### src/common/pix_settings.svh
// ------------------------------
// pixel filter settings
// ------------------------------
`ifndef PIX_SETTINGS_SVH
`define PIX_SETTINGS_SVH

// frame buffer depth in pixels, 320x240
`define FRAME_PIXELS 76800
`define PIX_ADDR_W   17

// apb register byte offsets
`define REG_CTRL     5'h00
`define REG_STATUS   5'h04
`define REG_COUNT    5'h08
`define REG_HADDR    5'h0C
`define REG_HDATA    5'h10

`endif

### src/common/pix_pkg.sv
// ------------------------------
// pixel filter types
// ------------------------------
`default_nettype none

`include "pix_settings.svh"

package pix_pkg;

    // rgb444, red in the top nibble
    typedef logic [11:0] pixel_t;

    typedef logic [`PIX_ADDR_W-1:0] pix_addr_t;

    typedef enum logic [1:0] {
        OP_GRAY   = 2'd0,
        OP_INVERT = 2'd1,
        OP_PASS   = 2'd2
    } filt_op_e;

    // engine sequencer phases
    typedef enum logic [2:0] {
        ST_IDLE   = 3'd0,
        ST_PRIME  = 3'd1,
        ST_STALL  = 3'd2,
        ST_STREAM = 3'd3,
        ST_DRAIN  = 3'd4,
        ST_DONE   = 3'd5
    } seq_state_e;

endpackage

`default_nettype wire

### src/hw/filter_engine/pixel_transform.sv
// ------------------------------
// pixel transform
// ------------------------------
`timescale 1ns/1ps
`default_nettype none

module pixel_transform import pix_pkg::*; (
    input  logic     clk_i,
    input  logic     rst_i,
    input  filt_op_e op,
    input  pixel_t   pix_in,
    output pixel_t   pix_out
);

    pixel_t     pix_q;
    logic [5:0] sum;
    logic [3:0] gray;

    // pipeline register behind the RAM output
    always_ff @(posedge clk_i or posedge rst_i) begin
        if (rst_i) begin
            pix_q <= '0;
        end else begin
            pix_q <= pix_in;
        end
    end

    always_comb begin
        sum  = {2'b00, pix_q[11:8]} + {2'b00, pix_q[7:4]} + {2'b00, pix_q[3:0]};
        // sum / 4, never above 11
        gray = sum[5:2];
        case (op)
            OP_GRAY:   pix_out = {gray, gray, gray};
            // 15 - x per nibble
            OP_INVERT: pix_out = ~pix_q;
            OP_PASS:   pix_out = pix_q;
            default:   pix_out = pix_q;
        endcase
    end

endmodule

`default_nettype wire

### config.mk
export PLATFORM = sky130hd
export DESIGN_NAME = pixel_transform
export DESIGN_NICKNAME = d
export VERILOG_FILES = /design/src/common/pix_pkg.sv /design/src/hw/filter_engine/pixel_transform.sv
export VERILOG_INCLUDE_DIRS = /design/src /design/src/common
export SDC_FILE = /design/constraint.sdc
export NUM_CORES = 1
export LEC_CHECK = 0
export ABC_AREA = 1
export BUFFER_PORTS_ARGS = -buffer_cell sky130_fd_sc_hd__buf_2
export CORE_MARGIN = 3
export CORE_UTILIZATION = 46
export CTS_CLUSTER_DIAMETER = 60
export DETAILED_ROUTE_END_ITERATION = 7
export HOLD_SLACK_MARGIN = 0.15
export PLACE_DENSITY = 0.76
export SLEW_MARGIN = 20
export SYNTH_ARGS = -nofsm -noshare
export SYNTH_HDL_FRONTEND = slang
export SYNTH_SLANG_ARGS = --single-unit
### constraint.sdc
create_clock -name clk_i -period 3.2 [get_ports clk_i]
set_clock_uncertainty 0.15 [all_clocks]
set_input_delay 0.64 -clock clk_i [delete_from_list [all_inputs] [get_ports clk_i]]
set_output_delay 0.64 -clock clk_i [all_outputs]
set_load 0.02 [all_outputs]
After elaboration in Yosys (flattened, before gate mapping)
Index checks and enable logic that the tools add are counted.
{"block": "totals", "out_inout_bits": 12, "ff_bits": 12, "word_cells": 7}
{"block": "op_classes", "n_eq_ne": 1, "n_bitwise": 1, "reduce_logical": 1, "muxes": 1, "add_sub_neg": 2}
{"cell": "case mux 12 bit (2 select lines)", "n": 1}
{"cell": "inverter 12 bit", "n": 1}
{"cell": "adder 5 x 4 -> 6 bit", "n": 1}
{"cell": "adder 4 x 4 -> 5 bit", "n": 1}
{"cell": "== test 2 x 1 -> 1 bit, second input constant", "n": 1}
{"cell": "zero test 2 bit", "n": 1}

Longest topological paths before layout
Gate-level depths: netlist (run 1).
{"block": "logic_depth", "word_depth": 3, "mapped_depth": 11, "depth_no_buf": 11}

Worst setup path before layout (run 1)
Ideal clock, no wire load.
{"block": "synth_timing", "path_kind": "register to output", "start": "register pix_q[2]", "end": "output pix_out[11]", "arrival_ns": 1.885, "path_stages_with_launch": 9, "slack_ns": 0.525, "path_cell_list": "dfrtp_1 -> fa_1 -> inv_1 -> fa_1 -> inv_1 -> nand2_1 -> nand2_1 -> nand3_1 -> o211ai_1"}
{"block": "synth_between", "elab_chain_len": 2}
{"element": "from (decl)", "line_no": "pixel_transform.sv:15", "source": "pixel_t pix_q;"}
{"element": "from (signal assigned)", "line_no": "pixel_transform.sv:24", "source": "pix_q <= pix_in;"}
{"element": "adder 5 x 4 -> 6 bit", "line_no": "pixel_transform.sv:29", "source": "sum = {2'b00, pix_q[11:8]} + {2'b00, pix_q[7:4]} + {2'b00, pix_q[3:0]};"}
{"element": "case mux 12 bit (2 select lines)", "line_no": "pixel_transform.sv:32", "source": "case (op)"}
{"element": "to (decl)", "line_no": "pixel_transform.sv:12", "source": "output pixel_t pix_out"}
No other way between the ends.

Worst setup path in the final report (run 1)
{"block": "layout_timing", "start": "register pix_q[2]", "end": "output pix_out[1]"}
The elaborated chain is that of the path after synthesis.

==> impl_results.md, run 1 <==
* Port-buffer cells at 27
* Chip height at 45.3 µm
* CTS Buffer Depth at 2
* Endpoints failing setup at 0
* Crit start category: flop
* Final Max Slew Viols at 0
* Crit. End Element: output pin
* Total die area at 2050 µm²
* Initial cell density of the core at 0.519
* First-pass GRT wire length at 2370 µm
* CP bufs+invs at 3
* Total number of vias at 644
* Pwr Density at 429 nW/µm²
* Outcome: finished clean
* Synthesized instance count at 80
* Antenna Cells at 0
* CTS tree: yes
* Final WL at 1460 µm
* Sw Share at 0.333
* Instance area at placement at 847 µm²
* Worst rel slew slack at 0.705
* Drt first pass iters at 4
* Largest net degree at the start of global routing at 15
* Yosys top cell by area: dfrtp_1
* Vias in the first global route at 590
* Clock power share at 0.219
* Antenna Nets Post-Route at 0
* Worst hold path type: in2async
* Placer Congestion at 0.812
* Setup TNS at 0 ps
* Biggest register: pix_q
* Fin cells at 124
* Post-CTS Hold Fix Bufs at 0
* Clock Tree Root: clkbuf_4
* Slowest CP cell: fa_1
* Post-Syn Area per Cell at 8.87 µm²
* Comb power frac at 0.344
* Drt via density at 5.19
* FMAX at 325 MHz
* Layout cells sized above 1 at 0.330
* Cell variety after synth at 15
* Clock slew at reported path FFs at 60 ps
* Max FFs per register at 12
* Kind of critical path: reg2out
* DRC violations left at 0
* Die width at 45.3 µm
* HPWL Detailed at 1180 µm
* Std-Cell Rows at 13
* GRT Residual Overflow at 0
* Final hold vios at 0
* H-tree depth at 1
* Core area at 1370 µm²
* Final net count at 134
* Sink Count at 12
* Max_cap viols at 0
* Leakage at 0.491 nW
* Final total power at 0.381 mW
* Crit path DAT at 2290 ps
* Period minus WS final at 3080 ps
* Filler cell count at 114
* Max incr delay on CP at 570 ps
* Critical Path RT at 2410 ps
* Slew @ Worst Pin at 442 ps
* Syn Nets at 103
* Seq cells post-synth at 12
* Final worst path period share at 0.962
* Dpl cells at 120
* Cts bufs inserted at 3
* Area grow syn2layout at 25.4%
* Gr usage total at 0.163
* Peak VDD IR at 268 µV
* Top Registers: pix_q x12
* Crit path cell chain: fa_1 -> inv_1 -> fa_1 -> inv_1 -> or2_2 -> nand3_1 -> o211ai_1 -> buf_2
* Design area at 890 µm²
* Crit-path max FO at 3
* Commonest non-fill, non-tap cells in the layout: buf_2, nand2_1, inv_1
* NetSw at 0.127 mW
* Share of the synthesized area in the top cell type at 0.423
* Drt first-iter violations at 10
* P_int at 0.255 mW
* Syn Std Cell Area at 709 µm²
* Sequential-to-total area share from yosys stat at 0.423
* Initial antenna violation count at 0
* Wire per inst at 11.7 µm
* Ranking of synthesized cells by area: dfrtp_1, fa_1, nand2_1, o211ai_1, inv_1
* # IOs at 28
* Total number of yosys warnings at 0
* Sequential share of power at 0.437
* Commonest non-fill, non-tap cell in the layout: buf_2
* CP top delay family: adder cells
metrics by stage:
step	util	setup WS, ps	hold WS (ps)
2_1_floorplan	-	525	355
3_3_place_gp	0.620	396	498
3_5_place_dp	0.620	352	503
4_1_cts	0.636	66.4	221
5_1_grt	0.651	-3.73	238
6_report	0.651	120	223
power groups by stage:
stage / Clock [mW] / Sequential [mW] / Combinational (mW)
final: 0.0833 / 0.167 / 0.131
after global routing: 0.0959 / 0.168 / 0.147
after CTS: 0.0872 / 0.167 / 0.128
after detailed placement: 0 / 0.170 / 0.128
after global placement: 0 / 0.169 / 0.124
after floorplan: 0 / 0.168 / 0.0897
worst paths after layout:
check	startpoint	endpoint	slack (ps)	cells past startpoint
max	pix_q[2]	pix_out[1]	120	8
min	rst_i	pix_q[8]	220	2
max in group asynchronous	rst_i	pix_q[6]	2370	2
min in group clk_i	pix_in[5]	pix_q[5]	340	1
synthesized netlist by cell type, drive strengths merged:
cell    instances
nand2          22
inv            14
dfrtp          12
o211ai          9
nand3           5
a21oi           4
fa              4
nor2            4
ha              3
buf             2
or2             1
kinds of logic after synthesis:
family	count (synthesis)	share of synthesized area
simple gates	32	0.185
buf+inv	16	0.0970
compound gates	13	0.129
flops	12	0.423
fa+ha+maj	7	0.166
layer usage:
layer / vias to the layer above / global-route usage / part of all wire
met1: 301 / 0.204 / 0.39
met2: 19 / 0.260 / 0.54
met5: - / 0 / 0
met3: 6 / 0.0120 / 0.037
li1: 318 / - / -
met4: 0 / 0.123 / 0.030
layout make-up:
cell class,instances,area (µm²),area share
clock buffers,3,22.5,0.0253
inverters,14,52.6,0.0591
multi-input cells,52,345,0.388
flip-flops and latches,12,300,0.338
well taps,15,18.8,0.0211
repair buffers,28,150,0.169
repair_timing:
item,in CTS,in global routing
setup endpoints to repair,0,5
resized for setup,0,4
setup buffers,0,1
Power figures use the tool's default switching activity.
==> inputs of run 2 (changes only) <==
- ABC_AREA: 1 -> default
==> run 2 against run 1 <==
  * The run now ends with negative setup slack left
  * Combinational power increased by 57%
  * Die area is 1.5% higher
  * Area after synthesis rose by 1.8%
  * Core utilization up 9.8 points
  * Clock power is 8.4% higher
  * Critical endpoint is now pix_out[11]
  * Largest cell class unchanged
  * Largest power group is now combinational logic
==> impl_results.md, run 2 <==
* First-pass GRT wire length at 2610 µm (was 2370 µm)
* Vias in the first global route at 642 (was 590)
* Max incr delay on CP at 490 ps (was 570 ps)
* GRT Residual Overflow at 0 (unchanged)
* Number of synthesized flops with an enable pin at 0 (unchanged)
* Final WL at 1630 µm (was 1460 µm)
* Drt via density at 5.51 (was 5.19)
* Area grow syn2layout at 43.5% (was 25.4%)
* Asr flop ratio synth at 1.00 (unchanged)
* Placer Congestion at 0.837 (was 0.812)
* Dpl cells at 105 (was 120)
* Slowest CP cell: fa_1 (unchanged)
* Post-layout worst setup margin at -113 ps (was 120 ps)
* Final net count at 123 (was 134)
* Largest net degree at the start of global routing at 19 (was 15)
* Outcome: complete, but fails checks (was finished clean)
* Failing checks: negative setup slack
* Synthesized instance count at 65 (was 80)
* Post-CTS Hold Fix Bufs at 0 (unchanged)
* Antenna Cells at 0 (unchanged)
* Design area at 1040 µm² (was 890 µm²)
* Initial antenna violation count at 0 (unchanged)
* # IOs at 28 (unchanged)
* Commonest non-fill, non-tap cells in the layout: buf_2, buf_4, dfrtp_1 (was buf_2, nand2_1, inv_1)
* Seq cells post-synth at 12 (unchanged)
* CTS Buffer Depth at 2 (unchanged)
* Slew @ Worst Pin at 469 ps (was 442 ps)
* Crit start category: flop (unchanged)
* Sequential-to-total area share from yosys stat at 0.416 (was 0.423)
* Critical Path RT at 2410 ps (about the same)
* WHS at 217 ps (was 223 ps)
* Biggest register: pix_q (unchanged)
* Fin cells at 113 (was 124)
* RSZ-0062 raised after global routing: yes
* Syn Std Cell Area at 722 µm² (was 709 µm²)
* FMAX at 302 MHz (was 325 MHz)
* Max FFs per register at 12 (unchanged)
* Pwr Density at 446 nW/µm² (was 429 nW/µm²)
* Total die area at 2080 µm² (was 2050 µm²)
* Worst hold path type: in2async (unchanged)
* Antenna Nets Post-Route at 0 (unchanged)
* Syn Nets at 88 (was 103)
* Die width at 45.6 µm (was 45.3 µm)
* Layout Utilization at 0.749 (was 0.651)
* Std-Cell Rows at 13 (unchanged)
* Port-buffer cells at 27 (unchanged)
* Cts bufs inserted at 3 (unchanged)
* Peak VDD IR at 328 µV (was 268 µV)
* Crit path DAT at 2520 ps (was 2290 ps)
* Worst rel slew slack at 0.687 (was 0.705)
* Drt first pass iters at 2 (was 4)
* Post-synth top cells: dfrtp_1, a21oi_1, inv_1, mux2_2 (was nand2_1, inv_1, dfrtp_1, o211ai_1, nand3_1)
* Layout cells sized above 1 at 0.571 (was 0.330)
* Chip height at 45.6 µm (was 45.3 µm)
* Final worst path period share at 1.04 (was 0.962)
* Core area at 1380 µm² (was 1370 µm²)
* Yosys top cell by area: dfrtp_1 (unchanged)
* Setup TNS at -736 ps (was 0 ps)
* Sink Count at 12 (unchanged)
* CTS tree: yes (unchanged)
* Crit-path max FO at 3 (unchanged)
* Clock Tree Root: clkbuf_4 (unchanged)
* Max_cap viols at 0 (unchanged)
* Instance area at placement at 868 µm² (was 847 µm²)
* Initial cell density of the core at 0.522 (was 0.519)
* Most used DFF post-synth: dfrtp_1 (unchanged)
* Crit path cell chain: inv_2 -> fa_1 -> or2_4 -> fa_2 -> buf_4 -> nor2b_4 -> o211ai_1 -> o211ai_1 -> buf_4 (was fa_1 -> inv_1 -> fa_1 -> inv_1 -> or2_2 -> nand3_1 -> o211ai_1 -> buf_2)
* Ranking of synthesized cells by area: dfrtp_1, fa_1, mux2_2, a21oi_1, ha_1 (was dfrtp_1, fa_1, nand2_1, o211ai_1, inv_1)
* H-tree depth at 1 (unchanged)
* DRC violations left at 0 (unchanged)
* Count leader, synth: dfrtp_1 (was nand2_1)
* Leakage at 0.495 nW (was 0.491 nW)
* Wire per inst at 14.5 µm (was 11.7 µm)
* Share of the synthesized area in the top cell type at 0.416 (was 0.423)
* Crit. End Element: output pin (unchanged)
* Final Max Slew Viols at 0 (unchanged)
* CP bufs+invs at 3 (unchanged)
* Clock slew at reported path FFs at 70 ps (was 60 ps)
* Period minus WS final at 3310 ps (was 3080 ps)
* Endpoints failing setup at 9 (was 0)
* Post-Syn Area per Cell at 11.1 µm² (was 8.87 µm²)
* HPWL Detailed at 1080 µm (was 1180 µm)
* Drt first-iter violations at 3 (was 10)
* Total number of yosys warnings at 0 (unchanged)
* Final hold vios at 0 (unchanged)
* CP top delay family: adder cells (unchanged)
* Cell variety after synth at 18 (was 15)
* Gr usage total at 0.184 (was 0.163)
* Total number of vias at 623 (was 644)
* Top Registers: pix_q x12 (unchanged)
* Kind of critical path: reg2out (unchanged)
==> run 2: where the power goes <==
part           switching [mW]  leakage [nW]  total [mW]  internal (mW)
clock network          0.0467        0.0138      0.0903         0.0436
registers             0.00618         0.140       0.166          0.159
logic                   0.103         0.342       0.206          0.104
==> run 2: area by class of cell <==
type | instances | area, µm²
Clock buffer | 3 | 22.5
Fill cell | 94 | 347
Timing Repair Buffer | 33 | 221
Multi-Input combinational cell | 44 | 450
Tap cell | 15 | 18.8
Sequential cell | 12 | 300
Inverter | 6 | 22.5
==> run 2: routing by layer <==
metal / global-route usage / share of wire / vias to the layer above
li1: - / - / 295
met5: 0 / 0 / -
met2: 0.287 / 0.51 / 23
met1: 0.214 / 0.41 / 298
met3: 0.0474 / 0.053 / 7
met4: 0.140 / 0.032 / 0
==> run 2: cells by family after synthesis <==
kind of cell    Yosys count  synth area share
compound gates           16             0.146
xor+xnor                  1            0.0121
fa+ha+maj                 7             0.163
buf+inv                   9            0.0520
flops                    12             0.416
mux                       9             0.135
simple gates             11            0.0763
==> run 2: through the flow <==
step,setup WS (ps),power [mW]
final,-113,0.462
after global routing,-221,0.493
after CTS,-74.8,0.435
after detailed placement,-10.8,0.315
after global placement,54.3,0.310
after floorplan,26.9,0.272
==> run 2: repair_timing <==
action	4_1_cts	5_1_grt
pin swaps	10	7
setup endpoints to repair	9	12
gates cloned	0	0
buffers inserted	2	3
gates resized for setup	22	11
==> run 2: worst paths after layout <==
kind / start / end / slack [ps] / depth (start not counted)
hold / removal: rst_i / pix_q[9] / 220 / 2
setup / recovery: pix_q[1] / pix_out[11] / -110 / 9
max in group asynchronous: rst_i / pix_q[7] / 2360 / 2
min in group clk_i: pix_in[5] / pix_q[5] / 320 / 1
