$ cat config.mk
export PLATFORM = sky130hd
export DESIGN_NAME = apb_regs_flat
export DESIGN_NICKNAME = d
export VERILOG_FILES = /design/src/common/pix_pkg.sv /design/src/common/pix_mem_if.sv /design/src/hw/apb_regs.sv /design/src/flat_wrapper.sv
export VERILOG_INCLUDE_DIRS = /design/src /design/src/common
export SDC_FILE = /design/constraint.sdc
export NUM_CORES = 1
export LEC_CHECK = 0
export ABC_AREA = 1
export BUFFER_PORTS_ARGS = -buffer_cell sky130_fd_sc_hd__buf_2
export CORE_ASPECT_RATIO = 1.25
export CORE_MARGIN = 3
export CORE_UTILIZATION = 46
export CTS_BUF_LIST = sky130_fd_sc_hd__clkbuf_8
export DETAILED_ROUTE_END_ITERATION = 6
export PLACE_DENSITY = 0.87
export RECOVER_POWER = 100
export SYNTH_ARGS = -nofsm -noshare
export SYNTH_HDL_FRONTEND = slang
export SYNTH_SLANG_ARGS = --single-unit
$ cat constraint.sdc
create_clock -name clk_i -period 1.6 [get_ports clk_i]
set_input_delay 0.32 -clock clk_i [delete_from_list [all_inputs] [get_ports clk_i]]
set_output_delay 0.32 -clock clk_i [all_outputs]
set_load 0.05 [all_outputs]
$ cat src/common/pix_settings.svh
// ------------------------------
// pixel filter settings
// ------------------------------
`ifndef PIX_SETTINGS_SVH
`define PIX_SETTINGS_SVH

// frame buffer depth in pixels, 320x240
`define FRAME_PIXELS 76800
`define PIX_ADDR_W   17

// apb register byte offsets
`define REG_CTRL     5'h00
`define REG_STATUS   5'h04
`define REG_COUNT    5'h08
`define REG_HADDR    5'h0C
`define REG_HDATA    5'h10

`endif

$ cat src/common/pix_pkg.sv
// ------------------------------
// pixel filter types
// ------------------------------
`default_nettype none

`include "pix_settings.svh"

package pix_pkg;

    // rgb444, red in the top nibble
    typedef logic [11:0] pixel_t;

    typedef logic [`PIX_ADDR_W-1:0] pix_addr_t;

    typedef enum logic [1:0] {
        OP_GRAY   = 2'd0,
        OP_INVERT = 2'd1,
        OP_PASS   = 2'd2
    } filt_op_e;

    // engine sequencer phases
    typedef enum logic [2:0] {
        ST_IDLE   = 3'd0,
        ST_PRIME  = 3'd1,
        ST_STALL  = 3'd2,
        ST_STREAM = 3'd3,
        ST_DRAIN  = 3'd4,
        ST_DONE   = 3'd5
    } seq_state_e;

endpackage

`default_nettype wire

$ cat src/common/pix_mem_if.sv
// ------------------------------
// frame buffer access
// ------------------------------
`timescale 1ns/1ps
`default_nettype none

// rd_data follows a read address by two clock edges,
// a write with we high lands on the same edge
interface pix_mem_if import pix_pkg::*; ();

    pix_addr_t rd_addr;
    pixel_t    rd_data;
    pix_addr_t wr_addr;
    pixel_t    wr_data;
    logic      we;

    modport user (
        output rd_addr,
        output wr_addr,
        output wr_data,
        output we,
        input  rd_data
    );

    modport memory (
        input  rd_addr,
        input  wr_addr,
        input  wr_data,
        input  we,
        output rd_data
    );

endinterface

`default_nettype wire

$ cat src/hw/apb_regs.sv
// ------------------------------
// apb register block
// ------------------------------
`timescale 1ns/1ps
`default_nettype none

`include "pix_settings.svh"

// CTRL   [0] start (write), [2:1] opcode
// STATUS [0] busy, [1] done
module apb_regs import pix_pkg::*; (
    input  logic        clk_i,
    input  logic        rst_i,
    input  logic        psel,
    input  logic        penable,
    input  logic        pwrite,
    input  logic [4:0]  paddr,
    input  logic [31:0] pwdata,
    output logic [31:0] prdata,
    output logic        pready,
    output logic        pslverr,
    output logic        start,
    output pix_addr_t   count,
    output filt_op_e    op,
    input  logic        busy,
    input  logic        done,
    pix_mem_if.user     host
);

    pix_addr_t   haddr;
    pix_addr_t   next_haddr;
    logic [1:0]  wait_cnt;
    logic        setup;
    logic        access_done;
    logic        eng_active;
    logic        hdata_sel;
    logic        start_req;
    logic        start_bad;
    logic [31:0] rd_mux;

    assign setup       = psel & ~penable;
    assign access_done = psel & penable & pready;
    // start pulse counts as busy, the sequencer has not seen it yet
    assign eng_active  = busy | start;
    assign hdata_sel   = (paddr == `REG_HDATA);
    assign start_req   = pwrite & (paddr == `REG_CTRL) & pwdata[0];
    assign start_bad   = eng_active | (count == '0)
                       | (count > pix_addr_t'(`FRAME_PIXELS)) | (pwdata[2:1] == 2'd3);
    assign next_haddr  = (haddr == pix_addr_t'(`FRAME_PIXELS - 1)) ? '0 : haddr + 1'b1;

    always_comb begin
        rd_mux = '0;
        case (paddr)
            `REG_CTRL:   rd_mux[2:1] = op;
            `REG_STATUS: rd_mux[1:0] = {done & ~start, eng_active};
            `REG_COUNT:  rd_mux[`PIX_ADDR_W-1:0] = count;
            `REG_HADDR:  rd_mux[`PIX_ADDR_W-1:0] = haddr;
            default:     rd_mux = '0;
        endcase
    end

    always_ff @(posedge clk_i or posedge rst_i) begin
        if (rst_i) begin
            prdata   <= '0;
            pready   <= 1'b0;
            pslverr  <= 1'b0;
            wait_cnt <= '0;
            start    <= 1'b0;
            count    <= '0;
            op       <= OP_GRAY;
            haddr    <= '0;
        end else begin
            start <= 1'b0;
            if (setup) begin
                if (hdata_sel && !pwrite && !eng_active) begin
                    // RAM samples haddr on this edge
                    wait_cnt <= 2'd2;
                end else begin
                    pready  <= 1'b1;
                    pslverr <= (hdata_sel & eng_active) | (start_req & start_bad);
                    prdata  <= pwrite ? '0 : rd_mux;
                end
            end else if (wait_cnt != 2'd0) begin
                wait_cnt <= wait_cnt - 1'b1;
                if (wait_cnt == 2'd1) begin
                    pready <= 1'b1;
                    prdata <= {20'b0, host.rd_data};
                end
            end else if (access_done) begin
                pready  <= 1'b0;
                pslverr <= 1'b0;
                if (!pslverr) begin
                    if (hdata_sel) begin
                        haddr <= next_haddr;
                    end
                    if (pwrite) begin
                        case (paddr)
                            `REG_CTRL: begin
                                if (pwdata[0]) begin
                                    start <= 1'b1;
                                    op    <= filt_op_e'(pwdata[2:1]);
                                end
                            end
                            `REG_COUNT: count <= pwdata[`PIX_ADDR_W-1:0];
                            `REG_HADDR: haddr <= pwdata[`PIX_ADDR_W-1:0];
                            default: ;
                        endcase
                    end
                end
            end
        end
    end

    // host window, written on the completing edge
    assign host.rd_addr = haddr;
    assign host.wr_addr = haddr;
    assign host.wr_data = pwdata[11:0];
    assign host.we      = access_done & pwrite & hdata_sel & ~pslverr;

endmodule

`default_nettype wire

$ cat src/flat_wrapper.sv
// flat-port wrapper written by rule: the top's interface ports become plain ports
module apb_regs_flat import pix_pkg::*;
  (clk_i, rst_i, psel, penable, pwrite, paddr, pwdata, prdata, pready, pslverr, start, count, op, busy, done, host_rd_addr, host_wr_addr, host_wr_data, host_we, host_rd_data);
  pix_mem_if host_i ();
  input  logic clk_i;
  input  logic rst_i;
  input  logic psel;
  input  logic penable;
  input  logic pwrite;
  input  logic [4:0] paddr;
  input  logic [31:0] pwdata;
  output logic [31:0] prdata;
  output logic pready;
  output logic pslverr;
  output logic start;
  output pix_addr_t count;
  output filt_op_e op;
  input  logic busy;
  input  logic done;
  output wire logic [$bits(host_i.rd_addr)-1:0] host_rd_addr;
  output wire logic [$bits(host_i.wr_addr)-1:0] host_wr_addr;
  output wire logic [$bits(host_i.wr_data)-1:0] host_wr_data;
  output wire logic [$bits(host_i.we)-1:0] host_we;
  input wire logic [$bits(host_i.rd_data)-1:0] host_rd_data;
  assign host_rd_addr = host_i.rd_addr;
  assign host_wr_addr = host_i.wr_addr;
  assign host_wr_data = host_i.wr_data;
  assign host_we = host_i.we;
  assign host_i.rd_data = host_rd_data;
  apb_regs u_core (.clk_i(clk_i), .rst_i(rst_i), .psel(psel), .penable(penable), .pwrite(pwrite), .paddr(paddr), .pwdata(pwdata), .prdata(prdata), .pready(pready), .pslverr(pslverr), .start(start), .count(count), .op(op), .busy(busy), .done(done), .host(host_i));
endmodule
* Word-level counts from Yosys, hierarchy flattened
Index checks and enable logic that the tools add are counted.
** Operators by class
- Add/sub/neg operators :: 2
- $mul :: 0
- Div/mod/pow operators :: 0
- $lt $le $gt $ge :: 1
- Eq/ne operators :: 11
- Shift-type cells :: 0
- Mux-type cells :: 31
- Bitwise gates (word level) :: 21
- Reduce and logical (&&, ||, !) cells :: 18
** Operators with widths (number)
- two-way mux 32 bit :: 4
- two-way mux 17 bit :: 5
- one-hot mux 14 bit (2 select lines) :: 1
- adder 17 x 1 -> 17 bit, second input constant :: 1
- equality test 17 bit, second input constant :: 1
- greater-than comparator 17 bit, second input constant :: 1
- logical NOT 17 bit :: 1
- two-way mux 1 bit :: 15
- AND 1 bit :: 11
- equality test 5 x 4 -> 1 bit, second input constant :: 2
- AND reduction 3 bit :: 3
- nonzero test 2 bit :: 4
- AND reduction 7 bit :: 1
- two-way mux 2 bit :: 3
- one-hot mux 1 bit (3 select lines) :: 2
- AND reduction 6 bit :: 1
- equality test 5 x 3 -> 1 bit, second input constant :: 1
- equality test 5 bit, second input constant :: 1
- logical NOT 5 bit :: 1
- inverter 1 bit :: 5
- OR 1 bit :: 5
- inequality test 2 bit, second input constant :: 2
- one-hot mux 1 bit (4 select lines) :: 1
- AND reduction 4 bit :: 1
- other kinds (9) :: 11
** Storage, ports and cells
- Flip-flop bits (word level) :: 73
- Bits in latches :: 0
- RAM bits :: 0
- Memory bits (read-only) :: 0
- Output and inout bits :: 101
- Memories :: 0

* Depth between registers and ports, before layout
- Word-level depth :: 8
- Depth in mapped cells :: 11
- Mapped depth without buffers :: 11

* Worst setup path before layout
No wires, ideal clock.
- Path type :: reg-to-output
- Start point :: register u_core.pready
- End point :: output host_we
- Arrival :: 1.597 ns
- Data required time :: 1.280 ns
- Path slack :: -0.317 ns
- Stages on the path, launching flop included :: 5
- Cell sequence :: dfrtp_1 -> nand2_1 -> nor2_1 -> nand3_1 -> nor2_1
** Between the ends
- Longest elaborated chain between the ends :: 4
** Ends and longest elaborated chain
- start: declaration :: RTL line apb_regs.sv:20 : output logic pready,
- start signal: assignment :: RTL line apb_regs.sv:65 : pready <= 1'b0;
- start signal: assignment :: RTL line apb_regs.sv:79 : pready <= 1'b1;
- start signal: assignment :: RTL line apb_regs.sv:86 : pready <= 1'b1;
- AND 1 bit :: RTL line apb_regs.sv:42 : assign access_done = psel & penable & pready;
- AND 1 bit (3 in a row) :: RTL line apb_regs.sv:118 : assign host.we = access_done & pwrite & hdata_sel & ~pslverr;
- end: declaration :: RTL line flat_wrapper.sv:23 : output wire logic [$bits(host_i.we)-1:0] host_we;
Every way passes these cells.

* Worst setup path after layout
Same ends and word-level chain as after synthesis.

==> flow_metrics.env <==
export IMPL_status="completed"
export IMPL_finalWirelength_um=12900
export IMPL_crit_slowest_cell="dfrtp_2"
export IMPL_cts_inserted_buffers=9
export IMPL_synth_cell_type_count=30
export IMPL_timing_slew_headroom=0.595
export IMPL_finalCriticalPeriod_ns=1.57
export IMPL_grt_pass1_vias=3923
export IMPL_crit_arrival_ns=1.25
export IMPL_grt_max_degree=59
export IMPL_synth_seq_area_share=0.375
export IMPL_area_delta_synth_final_pct=28.5
export IMPL_yosys_top_cells_count="nand2_1 (158), nor2_1 (67), dfrtp_1 (58)"
export IMPL_setup_ws_ns=0.0332
export IMPL_crit_top_cell="nor2_2"
export IMPL_rsz0062_at_grt="yes"
export IMPL_routabilityCongestion=0.876
export IMPL_grt_pass1_wl_um=18600
export IMPL_cp_start_kind="register"
export IMPL_cp_cell_sequence="nand2_2, nor2_2, nand3_1, nor2_2, buf_6"
export IMPL_antenna_found_initial=0
export IMPL_drt_pass1_iter_count=6
export IMPL_finalCritPeriodShare=0.979
export IMPL_powerDensity_nw_per_um2=1560
export IMPL_drt_vias_per_instance=5.40
export IMPL_nets=768
export IMPL_die_h_um=109
export IMPL_overflow=0
export IMPL_fin_area_um2=4980
export IMPL_yosysTopAreaCell="dfrtp_1"
export IMPL_drtIter0Drc=512
export IMPL_ys_warn_count=0
export IMPL_fin_skew_ns=0.0100
export IMPL_hp_class="in -> async"
export IMPL_max_stage_delay_ns=0.37
export IMPL_regArea_um2=1470
export IMPL_dieArea_um2=9570
export IMPL_ir_worst_vdd_uv=1010
export IMPL_avgSynthCellArea_um2=6.89
export IMPL_cts_tree="built"
export IMPL_hpwl_um=9150
export IMPL_setup_viol=0
export IMPL_synth_enable_flop_cells=0
export IMPL_finalMaxSlewViolations=0
export IMPL_coreArea_um2=7970
export IMPL_num_vias=4371
export IMPL_yosysMostFrequentCell="nand2_1"
export IMPL_holdBufCountCts=0
export IMPL_worst_path_buf_inv=1
export IMPL_cts_path_max_buffers=2
export IMPL_clk_latency_ns=0.35
export IMPL_multiInputGateArea_um2=1930
export IMPL_io_buffers=126
export IMPL_path_clk_slew_ns=0.06
export IMPL_drv_cap=0
export IMPL_syn_cell_area_um2=3870
export IMPL_fin_tns_setup_ns=0
export IMPL_yosys_area_top_type_share=0.375
export IMPL_num_rows=36
export IMPL_leakage_nw=2.65
export IMPL_cp_max_fo=2
export IMPL_yosys_most_used_dff="dfrtp_1"
export IMPL_cts_root_buf="clkbuf_8"
export IMPL_syn_instance_count=562
export IMPL_place_ws_ns=-0.0845
export IMPL_timing_fmax_mhz=638
export IMPL_post_drt_wl_per_cell_um=15.9
export IMPL_ys_ff_latch=58
export IMPL_critPathCaptureType="output pin"
export IMPL_ys_async_sr_fraction=1.00
export IMPL_crit_type="reg -> out"
export IMPL_cts_max_level=3
export IMPL_yosys_top_cells_area="dfrtp_1 (37%), nand2_1 (15%), buf_4 (8.7%)"
export IMPL_cts_sinks=58
export IMPL_tightest_slew_ns=0.610
export IMPL_remaining_drc_errors=0
export IMPL_start_util=0.486
export IMPL_grt_use_total=0.251
export IMPL_die_x_um=88.1
export IMPL_hold_ws_ns=0.0535
export IMPL_n_fill_cell=735
export IMPL_ant_nets=0
export IMPL_place_area_um2=4640
export IMPL_ioPinCount=157
export IMPL_required_ns=1.28
export IMPL_drive_above_1_share=0.312
export IMPL_crit_family="flip-flops"
export IMPL_final_hold_violation_count=0
export IMPL_diodes=0
per-stage QoR:
stage          utilization  power (mW)  std cells
3_5_place_dp         0.581        6.54        780
3_3_place_gp         0.581        6.44        780
2_1_floorplan            -        5.55        576
6_report             0.625        7.79        809
4_1_cts              0.609        7.73        801
5_1_grt              0.625        8.20        809
timing repair:
action                     4_1_cts  5_1_grt
setup endpoints to repair       30       50
setup buffers                    4        2
pin swaps                        6        6
gates resized for setup          7       15
gates cloned                     1        6
flip-flops by register name, indices dropped and copies added, names as in the netlist:
| signal | flops |
|---|---|
| u_core.prdata | 17 |
| u_core.host.rd_addr | 17 |
| u_core.op | 2 |
| u_core.wait_cnt | 2 |
| u_core.count | 17 |
| u_core.start | 1 |
| u_core.pready | 1 |
| u_core.pslverr | 1 |
tightest hold or removal path, cell delays in order:
cell and delay, ns:
buf_2 0.10, clkinvlp_2 0.09, buf_12 0.28
layout by cell type (no fill, tap or decap), drive strengths merged, types with 5 or more instances in the layout:
master	instances
inv	63
o22ai	5
buf	125
conb	15
nand3	38
a21oi	55
nor2	73
o21ai	34
dfrtp	58
clkbuf	62
nand4	8
nand2	158
nor3	6
where the power goes:
group | switching [mW] | internal [mW]
logic | 3.31 | 1.15
clock network | 0.564 | 0.570
registers | 0.324 | 1.87
total | 4.20 | 3.59
final timing paths:
| kind | start | slack (ns) | cells after the start | to |
|---|---|---|---|---|
| hold reg to reg | u_core.prdata[14] | 0.48 | 2 | u_core.prdata[14] |
| hold / removal | rst_i | 0.05 | 3 | u_core.prdata[1] |
| max in group asynchronous | rst_i | 1.25 | 3 | u_core.host.rd_addr[1] |
| min in group clk_i | pwdata[13] | 0.23 | 3 | u_core.count[13] |
| setup / recovery | u_core.pready | 0.03 | 5 | host_we |
| setup reg to reg | u_core.wait_cnt[0] | 0.04 | 7 | u_core.count[14] |
layer usage:
metal / global-route usage / wire, µm
met1: 0.298 / 4750
met2: 0.434 / 6510
met3: 0.0506 / 1010
met4: 0.113 / 634
met5: 0 / 0
cell type report:
class                           count  share of cell area
Multi-Input combinational cell    403               0.388
Tap cell                           95              0.0239
Clock buffer                       10              0.0276
Clock inverter                      6             0.00452
Timing Repair inverter              1             0.00126
Inverter                           59              0.0460
Sequential cell                    58               0.295
Timing Repair Buffer              177               0.214
kinds of logic after synthesis:
family                   count (synthesis)  share of synthesized area
AND/OR/NAND/NOR                        279                      0.305
adder cells (fa/ha/maj)                  3                    0.00969
flip-flops                              58                      0.375
XOR/XNOR                                 5                     0.0113
buffers and inverters                  120                      0.171
other                                    1                   0.000968
AO/OA/AOI/OAI                           96                      0.128
No activity file was read; power rests on OpenSTA's default activity.
